$ cat src/logic/dmg_clock_pkg.sv
// Shared types and timing constants for the clock and reset front end, imported by every block
package dmg_clock_pkg;

	// Machine cycle timing
	localparam int PHASE_COUNT = 4;                   // clk cycles per machine cycle
	localparam int PHASE_WIDTH = $clog2(PHASE_COUNT);

	// Divider and its taps
	localparam int DIV_WIDTH = 16;
	localparam int STABLE_TAP_BIT = 10;               // Short for simulation, real part is slower

	// Divider bit per TAC rate code, entry 0 is code 0
	localparam logic [3:0][3:0] TIMER_TAPS = {4'd7, 4'd5, 4'd3, 4'd9};

	// One-cycle enables that replace the derived clocks
	typedef struct packed {
		logic adr_valid; // Address valid, phase 0
		logic latch;     // Phase 1
		logic data;      // CPU data phase, phase 2
		logic inc;       // Phase 3
		logic main_tick; // 1 MHz tick, with inc
	} clk_strobes_t;

	// Register map of the port
	typedef enum logic [1:0] {
		ADDR_DIV  = 2'd0,
		ADDR_TIMA = 2'd1,
		ADDR_TMA  = 2'd2,
		ADDR_TAC  = 2'd3
	} reg_addr_t;

	// Register access, no read flag since reads are combinational
	typedef struct packed {
		logic       write;
		reg_addr_t  addr;
		logic [7:0] wdata;
	} reg_req_t;

	// Upper TAC bits are unimplemented
	localparam logic [4:0] TAC_UNUSED_BITS = 5'b11111;

endpackage

$ cat src/logic/clock_phase_gen.sv
// Machine-cycle phase sequencer, turns the oscillator and CPU clock enables into strobe pulses
`timescale 1ns/1ps

module clock_phase_gen import dmg_clock_pkg::*; (
	input  logic         clk,
	input  logic         rst_n,
	input  logic         osc_ena,
	input  logic         clk_ena,
	output clk_strobes_t strobes
);

	logic [PHASE_WIDTH-1:0] phase;
	logic [PHASE_WIDTH-1:0] phase_next;
	clk_strobes_t           strobes_next;
	logic                   strobe_ena;

	// Phase counter stands in for the four latch divider
	always_comb begin
		if (!osc_ena) begin
			phase_next = '0; // Oscillator stopped
		end else if (phase == PHASE_WIDTH'(PHASE_COUNT - 1)) begin
			phase_next = '0;
		end else begin
			phase_next = phase + 1'b1;
		end
	end

	always_ff @(posedge clk) begin
		if (!rst_n) begin
			phase <= '0;
		end else begin
			phase <= phase_next;
		end
	end

	// No pulses without a running oscillator, as the original ck pad stops
	assign strobe_ena = clk_ena & osc_ena;

	// Phase decode
	always_comb begin
		strobes_next = '0;
		if (strobe_ena) begin
			case (phase)
				PHASE_WIDTH'(0): begin
					strobes_next.adr_valid = 1'b1;
				end
				PHASE_WIDTH'(1): begin
					strobes_next.latch = 1'b1;
				end
				PHASE_WIDTH'(2): begin
					strobes_next.data = 1'b1;
				end
				default: begin
					// Last phase, main clock edge of the machine cycle
					strobes_next.inc       = 1'b1;
					strobes_next.main_tick = 1'b1;
				end
			endcase
		end
	end

	// Registered so downstream logic sees clean single-cycle pulses
	always_ff @(posedge clk) begin
		if (!rst_n) begin
			strobes <= '0;
		end else begin
			strobes <= strobes_next;
		end
	end

endmodule

$ cat src/logic/div_counter.sv
// Free-running divider that serves as time base for the timer and the oscillator-stable check
`timescale 1ns/1ps

module div_counter import dmg_clock_pkg::*; (
	input  logic                 clk,
	input  logic                 rst_n,
	input  logic                 osc_ena,
	input  reg_req_t             reg_req,
	output logic [DIV_WIDTH-1:0] div_value
);

	logic                 div_clear;
	logic [DIV_WIDTH-1:0] div_next;

	// Any write to DIV resets the whole count, data is ignored
	assign div_clear = reg_req.write && (reg_req.addr == ADDR_DIV);

	always_comb begin
		if (div_clear) begin
			div_next = '0;
		end else if (osc_ena) begin
			div_next = div_value + 1'b1; // One count per oscillator cycle
		end else begin
			div_next = div_value; // Frozen while the crystal is off
		end
	end

	always_ff @(posedge clk) begin
		if (!rst_n) begin
			div_value <= '0;
		end else begin
			div_value <= div_next;
		end
	end

	// Upper byte is what the CPU sees, lower taps feed the timer

endmodule

$ cat src/logic/reset_sequencer.sv
// Oscillator-stable flag and CPU reset release, aligned to the 1 MHz main tick
`timescale 1ns/1ps

module reset_sequencer import dmg_clock_pkg::*; (
	input  logic                 clk,
	input  logic                 rst_n,
	input  logic                 osc_ena,
	input  logic                 main_tick,
	input  logic [DIV_WIDTH-1:0] div_value,
	output logic                 osc_stable,
	output logic                 cpu_reset
);

	logic stable_flag;
	logic stable_tap;
	logic hold_req;

	// Slow divider tap marks the crystal as settled
	assign stable_tap = div_value[STABLE_TAP_BIT];

	// Stable latch, clear has priority over set
	always_ff @(posedge clk) begin
		if (!rst_n) begin
			stable_flag <= 1'b0;
		end else if (!osc_ena) begin
			stable_flag <= 1'b0; // Oscillator stopped, must settle again
		end else if (stable_tap) begin
			stable_flag <= 1'b1;
		end
	end

	assign osc_stable = stable_flag;

	// Reset hold-off request while the oscillator is not stable
	assign hold_req = !stable_flag;

	// CPU reset leaves only on a main clock edge
	always_ff @(posedge clk) begin
		if (!rst_n) begin
			cpu_reset <= 1'b1;
		end else if (hold_req) begin
			cpu_reset <= 1'b1; // Re-enter immediately
		end else if (main_tick) begin
			cpu_reset <= 1'b0;
		end
	end

endmodule

$ cat src/logic/timer_unit.sv
// TIMA/TMA/TAC timer counting falling edges of a selected divider tap, with overflow interrupt
`timescale 1ns/1ps

module timer_unit import dmg_clock_pkg::*; (
	input  logic                 clk,
	input  logic                 rst_n,
	input  reg_req_t             reg_req,
	input  logic [DIV_WIDTH-1:0] div_value,
	output logic [7:0]           tima,
	output logic [7:0]           tma,
	output logic [2:0]           tac,
	output logic                 timer_irq
);

	logic [3:0] tap_sel;
	logic       tap_bit;
	logic       tap_prev;
	logic       tap_fall;
	logic       tima_wr;
	logic       tma_wr;
	logic       tac_wr;
	logic       overflow;

	// Register write decode
	assign tima_wr = reg_req.write && (reg_req.addr == ADDR_TIMA);
	assign tma_wr  = reg_req.write && (reg_req.addr == ADDR_TMA);
	assign tac_wr  = reg_req.write && (reg_req.addr == ADDR_TAC);

	// Rate select, TAC bit 2 gates the tap before the edge detector
	assign tap_sel = TIMER_TAPS[tac[1:0]];
	assign tap_bit = div_value[tap_sel] & tac[2];

	always_ff @(posedge clk) begin
		if (!rst_n) begin
			tap_prev <= 1'b0;
		end else begin
			tap_prev <= tap_bit;
		end
	end

	assign tap_fall = tap_prev & ~tap_bit;

	// Overflow only counts if no TIMA write lands in the same cycle
	assign overflow = tap_fall && (tima == 8'hff) && !tima_wr;

	// TIMA counter
	always_ff @(posedge clk) begin
		if (!rst_n) begin
			tima <= 8'h00;
		end else if (tima_wr) begin
			tima <= reg_req.wdata; // CPU write wins over the tick
		end else if (overflow) begin
			tima <= tma; // Reload from the modulo
		end else if (tap_fall) begin
			tima <= tima + 8'h01;
		end
	end

	// Modulo and control registers
	always_ff @(posedge clk) begin
		if (!rst_n) begin
			tma <= 8'h00;
			tac <= 3'b000;
		end else begin
			if (tma_wr) begin
				tma <= reg_req.wdata;
			end
			if (tac_wr) begin
				tac <= reg_req.wdata[2:0];
			end
		end
	end

	// One-cycle interrupt request, in step with the reload
	always_ff @(posedge clk) begin
		if (!rst_n) begin
			timer_irq <= 1'b0;
		end else begin
			timer_irq <= overflow;
		end
	end

endmodule

$ cat src/logic/clock_reset_top.sv
// Top level of the clock and reset front end, ties the blocks together and serves register reads
`timescale 1ns/1ps

module clock_reset_top import dmg_clock_pkg::*; (
	input  logic         clk,
	input  logic         rst_n,
	input  logic         osc_ena,
	input  logic         clk_ena,
	input  reg_req_t     reg_req,
	output clk_strobes_t strobes,
	output logic         osc_stable,
	output logic         cpu_reset,
	output logic [7:0]   rdata,
	output logic         timer_irq
);

	logic [DIV_WIDTH-1:0] div_value;
	logic [7:0]           tima;
	logic [7:0]           tma;
	logic [2:0]           tac;

	clock_phase_gen i_clock_phase_gen (
		.clk     (clk),
		.rst_n   (rst_n),
		.osc_ena (osc_ena),
		.clk_ena (clk_ena),
		.strobes (strobes)
	);

	div_counter i_div_counter (
		.clk       (clk),
		.rst_n     (rst_n),
		.osc_ena   (osc_ena),
		.reg_req   (reg_req),
		.div_value (div_value)
	);

	reset_sequencer i_reset_sequencer (
		.clk        (clk),
		.rst_n      (rst_n),
		.osc_ena    (osc_ena),
		.main_tick  (strobes.main_tick),
		.div_value  (div_value),
		.osc_stable (osc_stable),
		.cpu_reset  (cpu_reset)
	);

	timer_unit i_timer_unit (
		.clk       (clk),
		.rst_n     (rst_n),
		.reg_req   (reg_req),
		.div_value (div_value),
		.tima      (tima),
		.tma       (tma),
		.tac       (tac),
		.timer_irq (timer_irq)
	);

	// Read data mux
	always_comb begin
		case (reg_req.addr)
			ADDR_DIV:  rdata = div_value[DIV_WIDTH-1 -: 8]; // Only the upper byte is visible
			ADDR_TIMA: rdata = tima;
			ADDR_TMA:  rdata = tma;
			default:   rdata = {TAC_UNUSED_BITS, tac};
		endcase
	end

endmodule

$ cat config.mk
export PLATFORM = sky130hd
export DESIGN_NAME = clock_reset_top
export DESIGN_NICKNAME = d
export VERILOG_FILES = /design/src/logic/dmg_clock_pkg.sv /design/src/logic/clock_phase_gen.sv /design/src/logic/div_counter.sv /design/src/logic/reset_sequencer.sv /design/src/logic/timer_unit.sv /design/src/logic/clock_reset_top.sv
export SDC_FILE = /design/constraint.sdc
export NUM_CORES = 1
export LEC_CHECK = 0
export BUFFER_PORTS_ARGS = -buffer_cell sky130_fd_sc_hd__buf_2
export CELL_PAD_IN_SITES_DETAIL_PLACEMENT = 1
export CELL_PAD_IN_SITES_GLOBAL_PLACEMENT = 1
export CORE_ASPECT_RATIO = 2
export CORE_MARGIN = 1
export CORE_UTILIZATION = 35
export DETAILED_ROUTE_END_ITERATION = 16
export GPL_TIMING_DRIVEN = 0
export PLACE_DENSITY = 0.64
export REMOVE_ABC_BUFFERS = 1
export SLEW_MARGIN = 15
export SYNTH_ARGS = -nofsm -noshare
export SYNTH_HDL_FRONTEND = slang
export SYNTH_SLANG_ARGS = --single-unit
$ cat constraint.sdc
create_clock -name clk -period 4.95 [get_ports clk]
set_input_delay 0.495 -clock clk [delete_from_list [all_inputs] [get_ports clk]]
set_output_delay 0.495 -clock clk [all_outputs]
set_load 0.01 [all_outputs]
; ---- Word level (Yosys, flattened, before mapping)
; Index checks and enable logic that the tools add are counted.
[word_totals]
reg_bits = 46
input_bits = 15
output_inout_bits = 16
elab_cells = 60
[classes]
n_addsub = 3
n_lt_le_gt_ge = 2
eq_ne = 7
mux = 12
bitwise = 6
reduce_logical = 16
[op_table]
columns = operator, count
row1 = $mux 8, 3
row2 = $pmux 8 s3, 1
row3 = $add 16x1->16 const B, 1
row4 = $add 8x1->8 const B, 1
row5 = $bmux 4 s2, 1
row6 = $eq 2x2->1 const B, 4
row7 = $eq 8x8->1 const B, 1
row8 = $logic_and 1x1->1, 6
row9 = $reduce_and 2->1, 3
row10 = $reduce_or 3->1, 2
row11 = $lt 4x5->1 const B, 1
row12 = $bmux 1 s4, 1
row13 = $eq 2x1->1 const B, 2
row14 = $logic_not 2->1, 2
row15 = $mux 1, 4
row16 = $mux 4, 1
row17 = $and 1x1->1, 3
row18 = $lt 2x3->1 const B, 1
row19 = $not 1->1, 3
row20 = $reduce_bool 3->1, 1
row21 = $add 2x1->2 const B, 1
row22 = $mux 2, 1
row23 = $reduce_or 2->1, 1
row24 = $logic_not 1->1, 1

; ---- Logic depth before layout (Yosys ltp)
; Gate-level depths: netlist of the first run.
[logic_depth]
depth_word = 11
depth_mapped = 6
mapped_depth_nobuf = 5

; ---- By module
; From an unflattened synthesis of the first run, not the netlist that was laid out.
[unflattened]
hier_cells = 250
area_unflattened_um2 = 2409.8
[by_module_without_submodules]
columns = mod, instances, cells_per_inst, area_per_inst_um2, seq_area_each_um2
row1 = timer_unit, 1, 125, 1156.1, 420.4
row2 = div_counter, 1, 85, 755.7, 320.3
row3 = clock_phase_gen, 1, 19, 242.7, 120.1
row4 = clock_reset_top, 1, 16, 193.9, 0.0
row5 = reset_sequencer, 1, 5, 61.3, 40.0

; ---- Worst setup path before layout of the first run
; No wires, ideal clock.
[synth_timing]
kind = input-to-output
from = input port reg_req[9] (netlist bit)
to = output port rdata[2]
t_arrival_ns = 1.461
t_required_ns = 4.455
setup_slack_ns = 2.994
stages = 2
path_buffers = 1
path_cell_list = buf_1 > mux4_1
[synth_via]
elab_chain_len = 2
word_cells_on_any_way = 4
cone_classes = eq/ne (2) / mux (1) / reduce/logical (1)
[synth_lines]
columns = element, line
row1 = "start, declared", clock_reset_top.sv:9  ; input reg_req_t reg_req,
row2 = $eq 2x2->1 (tied with other cells), clock_reset_top.sv:61  ; case (reg_req.addr)
row3 = $pmux 8 s3 (*), clock_reset_top.sv:61
row4 = "end, declared", clock_reset_top.sv:13  ; output logic [7:0] rdata,
; Every way passes the cells marked *; elsewhere a longest branch is shown, timed or not.

; ---- Final worst setup path of the first run
[layout_timing]
from = register i_timer_unit.tac[1]
to = register i_timer_unit.tima[2]
[layout_via]
elab_chain_len = 11
word_cells_on_any_way = 12
cone_classes = mux (6) / bitwise (3) / reduce/logical (3)
[layout_lines]
columns = element, line
row1 = "start, declared", timer_unit.sv:11  ; output logic [2:0] tac,
row2 = "start signal, assigned", timer_unit.sv:69  ; tac <= reg_req.wdata[2:0];
row3 = $bmux 4 s2 (*), timer_unit.sv:30  ; assign tap_sel = TIMER_TAPS[tac[1:0]];
row4 = $mux 4 (implied by the code) (*), timer_unit.sv:30
row5 = $bmux 1 s4 (*), timer_unit.sv:31  ; assign tap_bit = div_value[tap_sel] & tac[2];
row6 = $mux 1 (implied by the code) (*), timer_unit.sv:31
row7 = $and 1x1->1 (*), timer_unit.sv:31
row8 = $not 1->1 (*), timer_unit.sv:41  ; assign tap_fall = tap_prev & ~tap_bit;
row9 = $and 1x1->1 (*), timer_unit.sv:41
row10 = $logic_and 1x1->1 (2 in series), timer_unit.sv:44  ; assign overflow = tap_fall && (tima == 8'hff) && !tima_wr;
row11 = $mux 8, timer_unit.sv:52  ; end else if (overflow) begin
row12 = $mux 8, timer_unit.sv:50  ; end else if (tima_wr) begin
row13 = "end signal, assigned", timer_unit.sv:51  ; tima <= reg_req.wdata;
row14 = "end signal, assigned", timer_unit.sv:53  ; tima <= tma;
row15 = "end signal, assigned", timer_unit.sv:55  ; tima <= tima + 8'h01;
row16 = "end, declared", timer_unit.sv:9  ; output logic [7:0] tima,
; Every way passes the cells marked *; elsewhere a longest branch is shown, timed or not. The select of a mux whose other input is x is not followed.
; A chain may end at the register's enable or synchronous reset.

==> impl_results.md, run 1 <==
- Starting DRT DRC Count: a little over 70
- Ranking of synthesized cells by area: dfxtp_1, mux2i_1, nor2_1, ha_1, o22a_1
- Die area: 0.00694 sq mm
- Fillers: 808
- Crit path arrival time: 2.41 ns
- Post-CTS Resized: 0
- Asr flop ratio synth: 0%
- Post-DP Area: 0.00250 sq mm
- Status: completed
- Area grow syn2layout: 14.6%
- Num CTS Buffers: 5
- Int Power: around 580 uW
- Max Fclk: 0.439 GHz
- Sw frac: 25.2%
- Combinational power share: around 8%
- Finished Cell Area: between 0.002 and 0.003 sq mm
- Crit start category: flop
- Slowest stage delay, CP: 0.80 ns
- Synth warnings: 0
- Seq cells post-synth: between 40 and 50
- DRC violations left: 0
- Clock power share: 43.4%
- RSZ-0062 raised after global routing: false
- Crit path max-delay family: compound AO/OA/AOI/OAI gates
- Area leader, netlist: dfxtp_1
- ANT cells: 0
- NetSw: 197 uW
- Placed Instances: 350
- Clock skew: just over 0.005 ns
- ANT nets after route: 0
- H-tree lvl count: 2
- Aggregate global-route resource usage: 19.2%
- Critical Path End Type: flop
- Synth top area share: 39.0%
- Register Area: ~900 sq um
- Die H: 117 um
- Total gr overflow: 0
- CP Depth: 4
- Reg clk slew, reported paths: 0.07 ns
- Sequential share of power: 48.6%
- Worst-margin pin slew: 0.866 ns
- Hold crit path type: reg2reg
- Final setup viols: 0
- Post-Syn Instances: 247
- Wire per inst: 16.8 um
- Number of synthesized flops with an enable pin: 0
- Via count: 1949
- Clock buffer depth: 2
- Most common flop cell mapped by yosys: dfxtp_1
- Worst path buffer plus inverter count: 0
- Critical Path, Cell by Cell: mux2i_1, o221ai_1, o21ai_0, o32ai_1
- Non-filler instance count after layout: 358
- Initial Util: 36.3%
- Row count: roughly 40
- Hold depth: 1
- Synthesized area: 0.00231 sq mm
- Required @ worst endpoint: 5.09 ns
- Post-layout min period: 2.28 ns
- Die X: ~59 um
- # IOs: 31
- Max Cap Viol: 0
- Setup TNS: 0 ns
- Vias in the first global route: ~2000
- Reg2reg path depth: 4
- Final hold vios: 0
- Largest net degree at the start of global routing: 18
- Layout cells sized above 1: 18.0%
- Yosys cell types: 51
- Max transition margin: 41.5%
- Synth Area per Inst: 9.35 sq um
- GPL Wtd Cong: around 0.80
- Maximum VDD drop: 0.241 mV
- Core area: 0.00636 sq mm
- CTS tree: yes
- Worst-Skew Late Latency: 0.29 ns
- Leak Pwr: 1.10 nW
- Register area share after synthesis: about two fifths
- Multi-input logic area: 0.00131 sq mm
- Crit-path max FO: 8
- First-pass GRT wire length: 9.72 mm
- Vias per inst: 5.44
- Tcrit/Tclk final: between 40% and 50%
- Clock root buffer: clkbuf_16
- Dpl hpwl: 4.57 mm
- Initial antenna violation count: 0
- Pwr dens: 295 mW/mm^2
- Sink Count: 45
- Kind of critical path: reg2reg
- Final wirelength: ~6 mm
- Post-cts hold buffer count: 0
- # port buffers: 30
- CP max stage cell: o21ai_0
- Final #Nets: between 200 and 300
- Total setup buffers inserted after CTS: 0
- Fin util: 41.6%
- DRT Pass-1 Iters: 4
- Max Transition Viols Final: 0
cells in the mapped netlist (3+ instances only):
| library cell | instances |
|---|---|
| xor2_1 | 6 |
| o32ai_1 | 4 |
| dfxtp_1 | 45 |
| nand2b_1 | 3 |
| nand4_1 | 7 |
| xnor2_1 | 6 |
| and2_1 | 7 |
| nand3_1 | 9 |
| buf_4 | 3 |
| clkbuf_1 | 6 |
| o21ai_0 | 8 |
| nand2_1 | 12 |
| nor3_1 | 9 |
| or3_1 | 4 |
| ha_1 | 7 |
| and3_1 | 3 |
| mux2i_1 | 21 |
| a21oi_1 | 5 |
| o22a_1 | 6 |
| nor2_1 | 30 |
| inv_1 | 7 |
metrics by stage:
step                hold WS [ns]  setup slack [ns]  power (mW)
global route               0.474              2.56       0.813
CTS                        0.449              2.67       0.790
finish                     0.447              2.67       0.781
global placement           0.429              2.51       0.450
floorplan                  0.444              3.13       0.421
detailed placement         0.423              2.48       0.452
final timing paths:
kind         slack (ns)                    startpoint                           to
max                2.67           i_timer_unit.tac[1]         i_timer_unit.tima[2]
min                0.45  i_reset_sequencer.osc_stable  i_reset_sequencer.cpu_reset
max reg2reg        2.67           i_timer_unit.tac[1]         i_timer_unit.tima[2]
min reg2reg        0.45  i_reset_sequencer.osc_stable  i_reset_sequencer.cpu_reset
worst reg2reg max path, cell delays in order, from the launching register on:
cell and delay, ns:
dfxtp_1 0.42, mux2i_1 0.33, o221ai_1 0.42, o21ai_0 0.80, o32ai_1 0.16
state kept, by name, indices dropped and copies added, names as in the netlist:
signal                        cells
i_div_counter.div_value          16
i_timer_unit.tima                 8
i_timer_unit.tma                  8
i_clock_phase_gen.strobes         4
i_timer_unit.tac                  3
i_clock_phase_gen.phase           2
i_reset_sequencer.cpu_reset       1
i_reset_sequencer.osc_stable      1
i_timer_unit.tap_prev             1
i_timer_unit.timer_irq            1
cells in the final DEF (no fill, tap or decap), types with 6 or more instances in the layout:
cell      n
dfxtp_1  45
nor2_1   30
buf_2    30
mux2i_1  21
nand2_1  12
nor3_1    9
nand3_1   9
o21ai_0   8
inv_1     7
nand4_1   7
and2_1    7
ha_1      7
o22a_1    6
xnor2_1   6
xor2_1    6
power groups by stage:
stage	Sequential (mW)	Combinational, mW	Clock [mW]
final	0.380	0.0621	0.339
after floorplan	0.385	0.0362	0
after detailed placement	0.388	0.0637	0
after global routing	0.381	0.0693	0.363
after global placement	0.388	0.0628	0
after CTS	0.380	0.0638	0.347
routing by layer:
layer | track usage, % | vias up | wire length [um]
li1 | - | 945 | -
met1 | 18.3 | 960 | 2290
met2 | 38.4 | 34 | 3440
met3 | 2.86 | 10 | 152
met4 | 8.10 | 0 | 138
met5 | 0 | - | 0
cell families (layout without fill, tap and decap cells):
logic type	Yosys count	count (layout)	synth area share, %
AO/OA/AOI/OAI	38	38	12.6
XOR/XNOR	12	12	4.55
adder cells (fa/ha/maj)	7	7	3.79
buffers and inverters	20	45	4.12
flip-flops	45	45	39.0
multiplexers	26	26	13.2
AND/OR/NAND/NOR	99	99	22.7
layout make-up:
cell class	count	area share, %
Sequential cell	45	34.1
Tap cell	86	4.07
Timing Repair Buffer	30	5.68
Clock buffer	5	4.73
Clock inverter	3	0.851
Multi-Input combinational cell	182	49.6
Inverter	7	0.993
No activity file was read; power rests on OpenSTA's default activity.
==> inputs of run 2 (changes only) <==
--- a/config.mk
+++ b/config.mk
@@ -5,6 +5,7 @@
 export SDC_FILE = /design/constraint.sdc
 export NUM_CORES = 1
 export LEC_CHECK = 0
+export ABC_AREA = 1
 export BUFFER_PORTS_ARGS = -buffer_cell sky130_fd_sc_hd__buf_2
 export CELL_PAD_IN_SITES_DETAIL_PLACEMENT = 1
 export CELL_PAD_IN_SITES_GLOBAL_PLACEMENT = 1
@@ -13,7 +14,7 @@
 export CORE_UTILIZATION = 35
 export DETAILED_ROUTE_END_ITERATION = 16
 export GPL_TIMING_DRIVEN = 0
-export PLACE_DENSITY = 0.64
+export PLACE_DENSITY = 0.7
 export REMOVE_ABC_BUFFERS = 1
 export SLEW_MARGIN = 15
 export SYNTH_ARGS = -nofsm -noshare
==> constraint.sdc (replaced) <==
create_clock -name clk -period 1.95 [get_ports clk]
set_input_delay 0.195 -clock clk [delete_from_list [all_inputs] [get_ports clk]]
set_output_delay 0.195 -clock clk [all_outputs]
set_load 0.01 [all_outputs]
==> run 2 against run 1 <==
Effect of this change:
- worst hold slack lost 0.25 ns
- largest power group is now the clock network
- clock skew shrank 0.00052 ns
- global-route usage grew 2.6 points
- largest cell class unchanged
==> impl_results.md, run 2 <==
- Final #Nets: 385 (+31%)
- Most common flop cell mapped by yosys: dfxtp_1
- Cell with the most instances after synthesis: nand2_1
- Most flops, register: i_div_counter.div_value
- Commonest non-fill, non-tap cell in the layout: nand2_1
- Final hold vios: 0 (unchanged)
- Sequential share of power: 45.3% (-3.3 points)
- Synth warnings: 0 (unchanged)
- Clock skew: 0.00456 ns (-0.000518 ns)
- Hold crit path type: in2reg
- Post-Syn Instances: 336 (+36%)
- Setup crit start: i_timer_unit.tima[1]
- Post-cts hold buffer count: 0 (unchanged)
- Highest-count cells in the layout ignoring fill and taps: nand2_1, inv_1, dfxtp_1
- Tcrit/Tclk final: 87.7% (+42 points)
- Crit start category: flop
- Status: completed
- Yosys cell types: 29 (-43%)
- Most used cell, CP: nor2_4
- H-tree lvl count: 2 (unchanged)
- Crit path max-delay family: simple AND/OR/NAND/NOR gates
- # IOs: 31 (unchanged)
- R2r startpoint: i_timer_unit.tima[1]
- Hold Crit Start: reg_req[7]
- Synth Area per Inst: 7.12 sq um (-24%)
- Crit path arrival time: 1.92 ns (-0.49 ns)
- Maximum VDD drop: 0.473 mV (+96%)
- CTS tree: yes
- RSZ-0062 raised after global routing: false
- Vias per inst: 5.09 (-6.5%)
- Num CTS Buffers: 5 (unchanged)
- ANT cells: 0 (unchanged)
- Clock buffer depth: 2 (unchanged)
- Row count: 42 (+2.4%)
- Crit-path max FO: 7 (-1)
- Initial Util: 36.1% (-0.14 points)
- Slowest stage delay, CP: 0.42 ns (-0.38 ns)
- Clock power share: 46.7% (+3.3 points)
- Register area share after synthesis: 37.6% (-1.4 points)
- Synthesized area: 0.00239 sq mm (+3.7%)
- Required @ worst endpoint: 2.16 ns (-2.93 ns)
- DR WL met3: 160 um (+5.3%)
- ANT nets after route: 0 (unchanged)
- Combinational power share: 8.0% (about the same)
- Core area: 0.00662 sq mm (+4.1%)
- Pwr dens: 771 mW/mm^2 (+160%)
- Wire per inst: 15.5 um (-7.9%)
- Largest net degree at the start of global routing: 17 (-1)
- Die H: 119 um (+1.8%)
- Clock root buffer: clkbuf_16
- Critical Path End Type: flop
- Placed Instances: 444 (+27%)
- Max Transition Viols Final: 0 (unchanged)
- Area leader, netlist: dfxtp_1
- Commonest cells in the netlist: nand2_1, dfxtp_1, inv_1, a21oi_1, nor2_1
- Biggest regs: i_div_counter.div_value x16, i_timer_unit.tima x8, i_timer_unit.tma x8
- Int Power: 1.64 mW (+180%)
- Max Cap Viol: 0 (unchanged)
- Met2 wire length: 4.21 mm (+23%)
- Layout cells sized above 1: 16.5% (-1.5 points)
- First-pass GRT wire length: 11.6 mm (+19%)
- Max transition margin: 57.6% (+16 points)
- Kind of critical path: reg2reg
- Min Hold Slack: 0.197 ns (-0.250 ns)
- Max reg flops: 16 (unchanged)
- Initial antenna violation count: 0 (unchanged)
- Starting DRT DRC Count: 65 (-9.7%)
- Worst path buffer plus inverter count: 0 (unchanged)
- Worst-Skew Late Latency: 0.29 ns (about the same)
- Register Area: 902 sq um (+0.14%)
- DRC violations left: 0 (unchanged)
- Area grow syn2layout: 15.6%
- Asr flop ratio synth: 0% (unchanged)
- Dpl hpwl: 5.50 mm (+20%)
- Setup TNS: 0 ns (unchanged)
- Non-filler instance count after layout: 452 (+26%)
- Post-layout min period: 1.71 ns (-0.566 ns)
- Top sig layer: met4
- Seq cells post-synth: 45 (unchanged)
- GPL Wtd Cong: 0.861 (+8.0%)
- Die area: 0.00719 sq mm (+3.6%)
- Number of synthesized flops with an enable pin: 0 (unchanged)
- Total gr overflow: 0 (unchanged)
- # port buffers: 30 (unchanged)
- Die X: 60.5 um (+1.8%)
- Total setup buffers inserted after CTS: 0 (unchanged)
- Vias in the first global route: 2509 (+24%)
- Final setup viols: 0 (unchanged)
- Final wirelength: 6.99 mm (+16%)
- Ranking of synthesized cells by area: dfxtp_1, nand2_1, a21oi_1, inv_1, nand3_1
- CP max stage cell: dfxtp_1
- Via count: 2302 (+18%)
- Worst-margin pin slew: 0.635 ns (-0.231 ns)
- NetSw: 492 uW (+150%)
- Multi-input logic area: 0.00125 sq mm (-4.7%)
- DRT Pass-1 Iters: 4 (unchanged)
- Aggregate global-route resource usage: 21.8% (+2.6 points)
- Critical Path, Cell by Cell: ha_2, nand3_2, nor2_4, nand2_2, nor2_4, nand3_4, nand2_1, nand3_1, a21oi_1
- Sw frac: 23.1% (-2.1 points)
- Synth top area share: 37.6% (-1.4 points)
- Reg clk slew, reported paths: 0.06 ns (about the same)
- Sink Count: 45 (unchanged)
- Post-Route M1 WL: 2.45 mm (+7.0%)
- Max Fclk: 0.585 GHz (+33%)
- Leak Pwr: 1.13 nW (+3.2%)
- Fillers: 883 (+9.3%)
run 2: cell types whose count changed after synthesis, moves of 6 or more:
cell     delta
o22a_1      -6
nand2_1    +50
and2_1      -7
inv_1      +38
o21ai_0    +14
a21oi_1    +29
mux2i_1    -21
nand3_1    +17
run 2: worst min-delay path, cell delays in order:
cell     delay [ns]
buf_2          0.08
o21ai_0        0.07
a21oi_1        0.10
run 2: routing by layer:
layer  vias to the layer above  track usage [%]
met3                        10             3.26
met4                         0             8.95
li1                       1145                -
met1                      1119             20.5
met5                         -                0
met2                        28             43.0
run 2: cell type report:
| class | count | area share, % |
|---|---|---|
| clock buffer | 7 | 5.16 |
| timing repair buffer | 30 | 5.43 |
| multi-input combinational | 233 | 45.2 |
| inverter | 48 | 6.51 |
| tap | 88 | 3.98 |
| clock inverter | 1 | 1.09 |
| sequential | 45 | 32.6 |
run 2: path summary, 6_finish.rpt:
path / endpoint / slack (ns) / cells past startpoint
worst max-delay path: i_timer_unit.tima[3] / 0.24 / 9
worst min-delay path: i_timer_unit.tma[7] / 0.20 / 3
worst max register to register: i_timer_unit.tima[3] / 0.24 / 9
worst min register to register: i_reset_sequencer.cpu_reset / 0.44 / 1
run 2: cells by family after synthesis:
| family | count (synthesis) | synth area share, % |
|---|---|---|
| flip-flops | 45 | 37.6 |
| AND/OR/NAND/NOR | 155 | 31.5 |
| adder cells (fa/ha/maj) | 7 | 3.66 |
| buffers and inverters | 58 | 10.2 |
| XOR/XNOR | 6 | 2.20 |
| AO/OA/AOI/OAI | 65 | 14.8 |
run 2: repair_timing:
item	in CTS	in global routing
resized for setup	0	2
endpoints found under the setup margin	0	1
hold endpoints to repair	0	0
run 2: power by group through the flow:
stage	Clock (mW)	Combinational, mW	Sequential (mW)
5_1_grt	1.05	0.192	0.968
2_1_floorplan	0	0.0982	0.979
4_1_cts	1.02	0.174	0.965
6_report	0.997	0.170	0.965
3_5_place_dp	0	0.172	0.986
3_3_place_gp	0	0.168	0.985
run 2: metrics by stage:
step                      setup slack, ns  power, mW  instance area (sq um)  util, %
after floorplan                     0.541       1.08                   2330        -
after global placement              0.102       1.15                   2590     39.1
after detailed placement           0.0829       1.16                   2590     39.1
after CTS                           0.189       2.16                   2760     41.7
after global routing               0.0273       2.21                   2770     41.8
final                               0.239       2.13                   2770     41.8
==> inputs of run 3 (changes only) <==
--- a/config.mk
+++ b/config.mk
@@ -5,7 +5,6 @@
 export SDC_FILE = /design/constraint.sdc
 export NUM_CORES = 1
 export LEC_CHECK = 0
-export ABC_AREA = 1
 export BUFFER_PORTS_ARGS = -buffer_cell sky130_fd_sc_hd__buf_2
 export CELL_PAD_IN_SITES_DETAIL_PLACEMENT = 1
 export CELL_PAD_IN_SITES_GLOBAL_PLACEMENT = 1
@@ -14,7 +13,7 @@
 export CORE_UTILIZATION = 35
 export DETAILED_ROUTE_END_ITERATION = 16
 export GPL_TIMING_DRIVEN = 0
-export PLACE_DENSITY = 0.7
+export PLACE_DENSITY = 0.67
 export REMOVE_ABC_BUFFERS = 1
 export SLEW_MARGIN = 15
 export SYNTH_ARGS = -nofsm -noshare
==> run 3 against run 2 <==
Effect of this change:
- largest power group unchanged
- wire length down 10%
- register-to-register slack worse by 0.13 ns
- sequential share of layout area up 0.72 points
- critical path depth down 4
==> impl_results.md, run 3 (same netlist as run 1, synthesis figures left out) <==
- Max Fclk: 0.542 GHz (-7.3%)
- Status: completed
- Post-layout min period: 1.84 ns (+0.134 ns)
- Setup TNS: 0 ns (unchanged)
- Most flops, register: i_div_counter.div_value
- Placed Instances: 350 (-21%)
- Required @ worst endpoint: 2.15 ns (about the same)
- Largest net degree at the start of global routing: 18 (+1)
- Layout cells sized above 1: 20.2% (+3.7 points)
- Num CTS Buffers: 5 (unchanged)
- Final setup viols: 0 (unchanged)
- FF-to-FF setup slack: 0.11 ns (-0.13 ns)
- Maximum VDD drop: 0.485 mV (+2.7%)
- R2r endpoint: i_timer_unit.tima[0]
- Kind of critical path: reg2reg
- Leak Pwr: 1.12 nW (-1.1%)
- Hold crit path type: in2reg
- Pwr dens: 779 mW/mm^2 (+1.1%)
- DRC violations left: 0 (unchanged)
- Crit path arrival time: 2.05 ns (+0.13 ns)
- DRT Pass-1 Iters: 4 (unchanged)
- Final wirelength: 6.27 mm (-10%)
- Area grow syn2layout: 17.2%
- Starting DRT DRC Count: 35 (-46%)
- Aggregate global-route resource usage: 20.3% (-1.6 points)
- Wire per inst: 17.5 um (+13%)
- RSZ-0062 raised after global routing: false
- H-tree lvl count: 2 (unchanged)
- Clock skew: 0.00977 ns (+0.00521 ns)
- Post-DP Area: 0.00250 sq mm (-3.6%)
- Max transition margin: 56.4% (-1.1 points)
- Setup WS pre-CTS: -0.257 ns (-0.339 ns)
- Reg clk slew, reported paths: 0.07 ns (about the same)
- Total gr overflow: 0 (unchanged)
- # port buffers: 30 (unchanged)
- Crit start category: flop
- Vias per inst: 5.46 (+7.3%)
- GPL Wtd Cong: 0.840 (-2.5%)
- ANT cells: 0 (unchanged)
- Die X: 59.4 um (-1.7%)
- First-pass GRT wire length: 10.2 mm (-12%)
- Tcrit/Tclk final: 94.6% (+6.9 points)
- Max Cap Viol: 0 (unchanged)
- Die H: 117 um (-1.8%)
- ANT nets after route: 0 (unchanged)
- DR WL met3: 178 um (+11%)
- Critical Path End: i_timer_unit.tima[0]
- Vias in the first global route: 2080 (-17%)
- Max Transition Viols Final: 0 (unchanged)
- Max reg flops: 16 (unchanged)
- Met2 wire length: 3.53 mm (-16%)
- Biggest regs: i_div_counter.div_value x16, i_timer_unit.tima x8, i_timer_unit.tma x8
- Setup crit start: i_timer_unit.tima[1]
- # IOs: 31 (unchanged)
- Critical Path End Type: flop
- Reg2reg path depth: 5 (-4)
- Highest-count cells in the layout ignoring fill and taps: dfxtp_1, nor2_1, buf_2
- Worst-Skew Late Latency: 0.29 ns (about the same)
- R2r startpoint: i_timer_unit.tima[1]
- Crit-path max FO: 8 (+1)
- Core area: 0.00636 sq mm (-3.9%)
- Row count: 41 (-2.4%)
- CTS tree: yes
- Setup ws final: 0.106 ns (-0.134 ns)
- Worst-margin pin slew: 0.653 ns (+0.0183 ns)
- Initial Util: 36.3% (+0.14 points)
- Final #Nets: 293 (-24%)
- Non-filler instance count after layout: 358 (-21%)
- Min Hold Slack: 0.147 ns (-0.0496 ns)
- Die area: 0.00694 sq mm (-3.5%)
- Clock buffer depth: 2 (unchanged)
- Final hold vios: 0 (unchanged)
- Finished Cell Area: 0.00271 sq mm (-2.2%)
- Dpl hpwl: 4.67 mm (-15%)
- Total setup buffers inserted after CTS: 0 (unchanged)
- Clock root buffer: clkbuf_16
- Fin util: 42.5% (+0.77 points)
- Via count: 1956 (-15%)
- Post-Route M1 WL: 2.27 mm (-7.2%)
- Initial antenna violation count: 0 (unchanged)
- Pwr Total: 2.11 mW (-1.1%)
- Commonest non-fill, non-tap cell in the layout: dfxtp_1
- Sink Count: 45 (unchanged)
- Top sig layer: met4
[run 3: changes by cell type in the layout (fill, tap and decap cells not counted), sizes merged, moves of 5 or more]
cell / delta
and2: +8
o21ai: -14
o22a: +6
mux2i: +21
o32ai: +5
a21oi: -29
nand3: -22
or2: -5
nor2: -7
inv: -41
nand2: -53
[run 3: cell type report]
type,count,area (sq um)
Clock buffer,5,125
Clock inverter,3,46.3
Fill cell,770,3650
Inverter,7,26.3
Multi-Input combinational cell,182,1350
Sequential cell,45,902
Tap cell,86,108
Timing Repair Buffer,30,150
[run 3: critical path, stage by stage (launching register included)]
cell and delay, ns:
dfxtp_1 0.41, ha_1 0.25, nand3_2 0.17, or4_4 0.54
and2_4 0.20, o32ai_2 0.18
[run 3: repair_timing]
| item | in CTS | in global routing |
|---|---|---|
| setup endpoints to repair | 5 | 6 |
| hold buffers | 0 | 0 |
| gates resized for setup | 5 | 3 |
| pin swaps | 1 | 0 |
[run 3: routing by layer]
| metal | global-route usage, % | vias up |
|---|---|---|
| li1 | - | 947 |
| met1 | 19.3 | 947 |
| met2 | 38.1 | 40 |
| met3 | 3.19 | 22 |
| met4 | 13.3 | 0 |
| met5 | 0 | - |
[run 3: how the worst min path moves through the flow]
| stage | from | to | slack (ns) | cells past startpoint |
|---|---|---|---|---|
| 2_1_floorplan | rst_n | i_reset_sequencer.cpu_reset | 0.28 | 1 |
| 3_3_place_gp | i_reset_sequencer.osc_stable | i_reset_sequencer.cpu_reset | 0.43 | 1 |
| 3_5_place_dp | i_reset_sequencer.osc_stable | i_reset_sequencer.cpu_reset | 0.45 | 1 |
| 4_1_cts | reg_req[3] | i_timer_unit.tma[3] | 0.15 | 3 |
| 5_1_grt | reg_req[3] | i_timer_unit.tma[3] | 0.16 | 3 |
| 6_report | reg_req[3] | i_timer_unit.tma[3] | 0.15 | 3 |
[run 3: power by group]
group,internal [mW],total (mW),switching [mW]
clock,0.607,0.984,0.378
sequential,0.940,0.964,0.0238
combinational,0.0686,0.161,0.0929
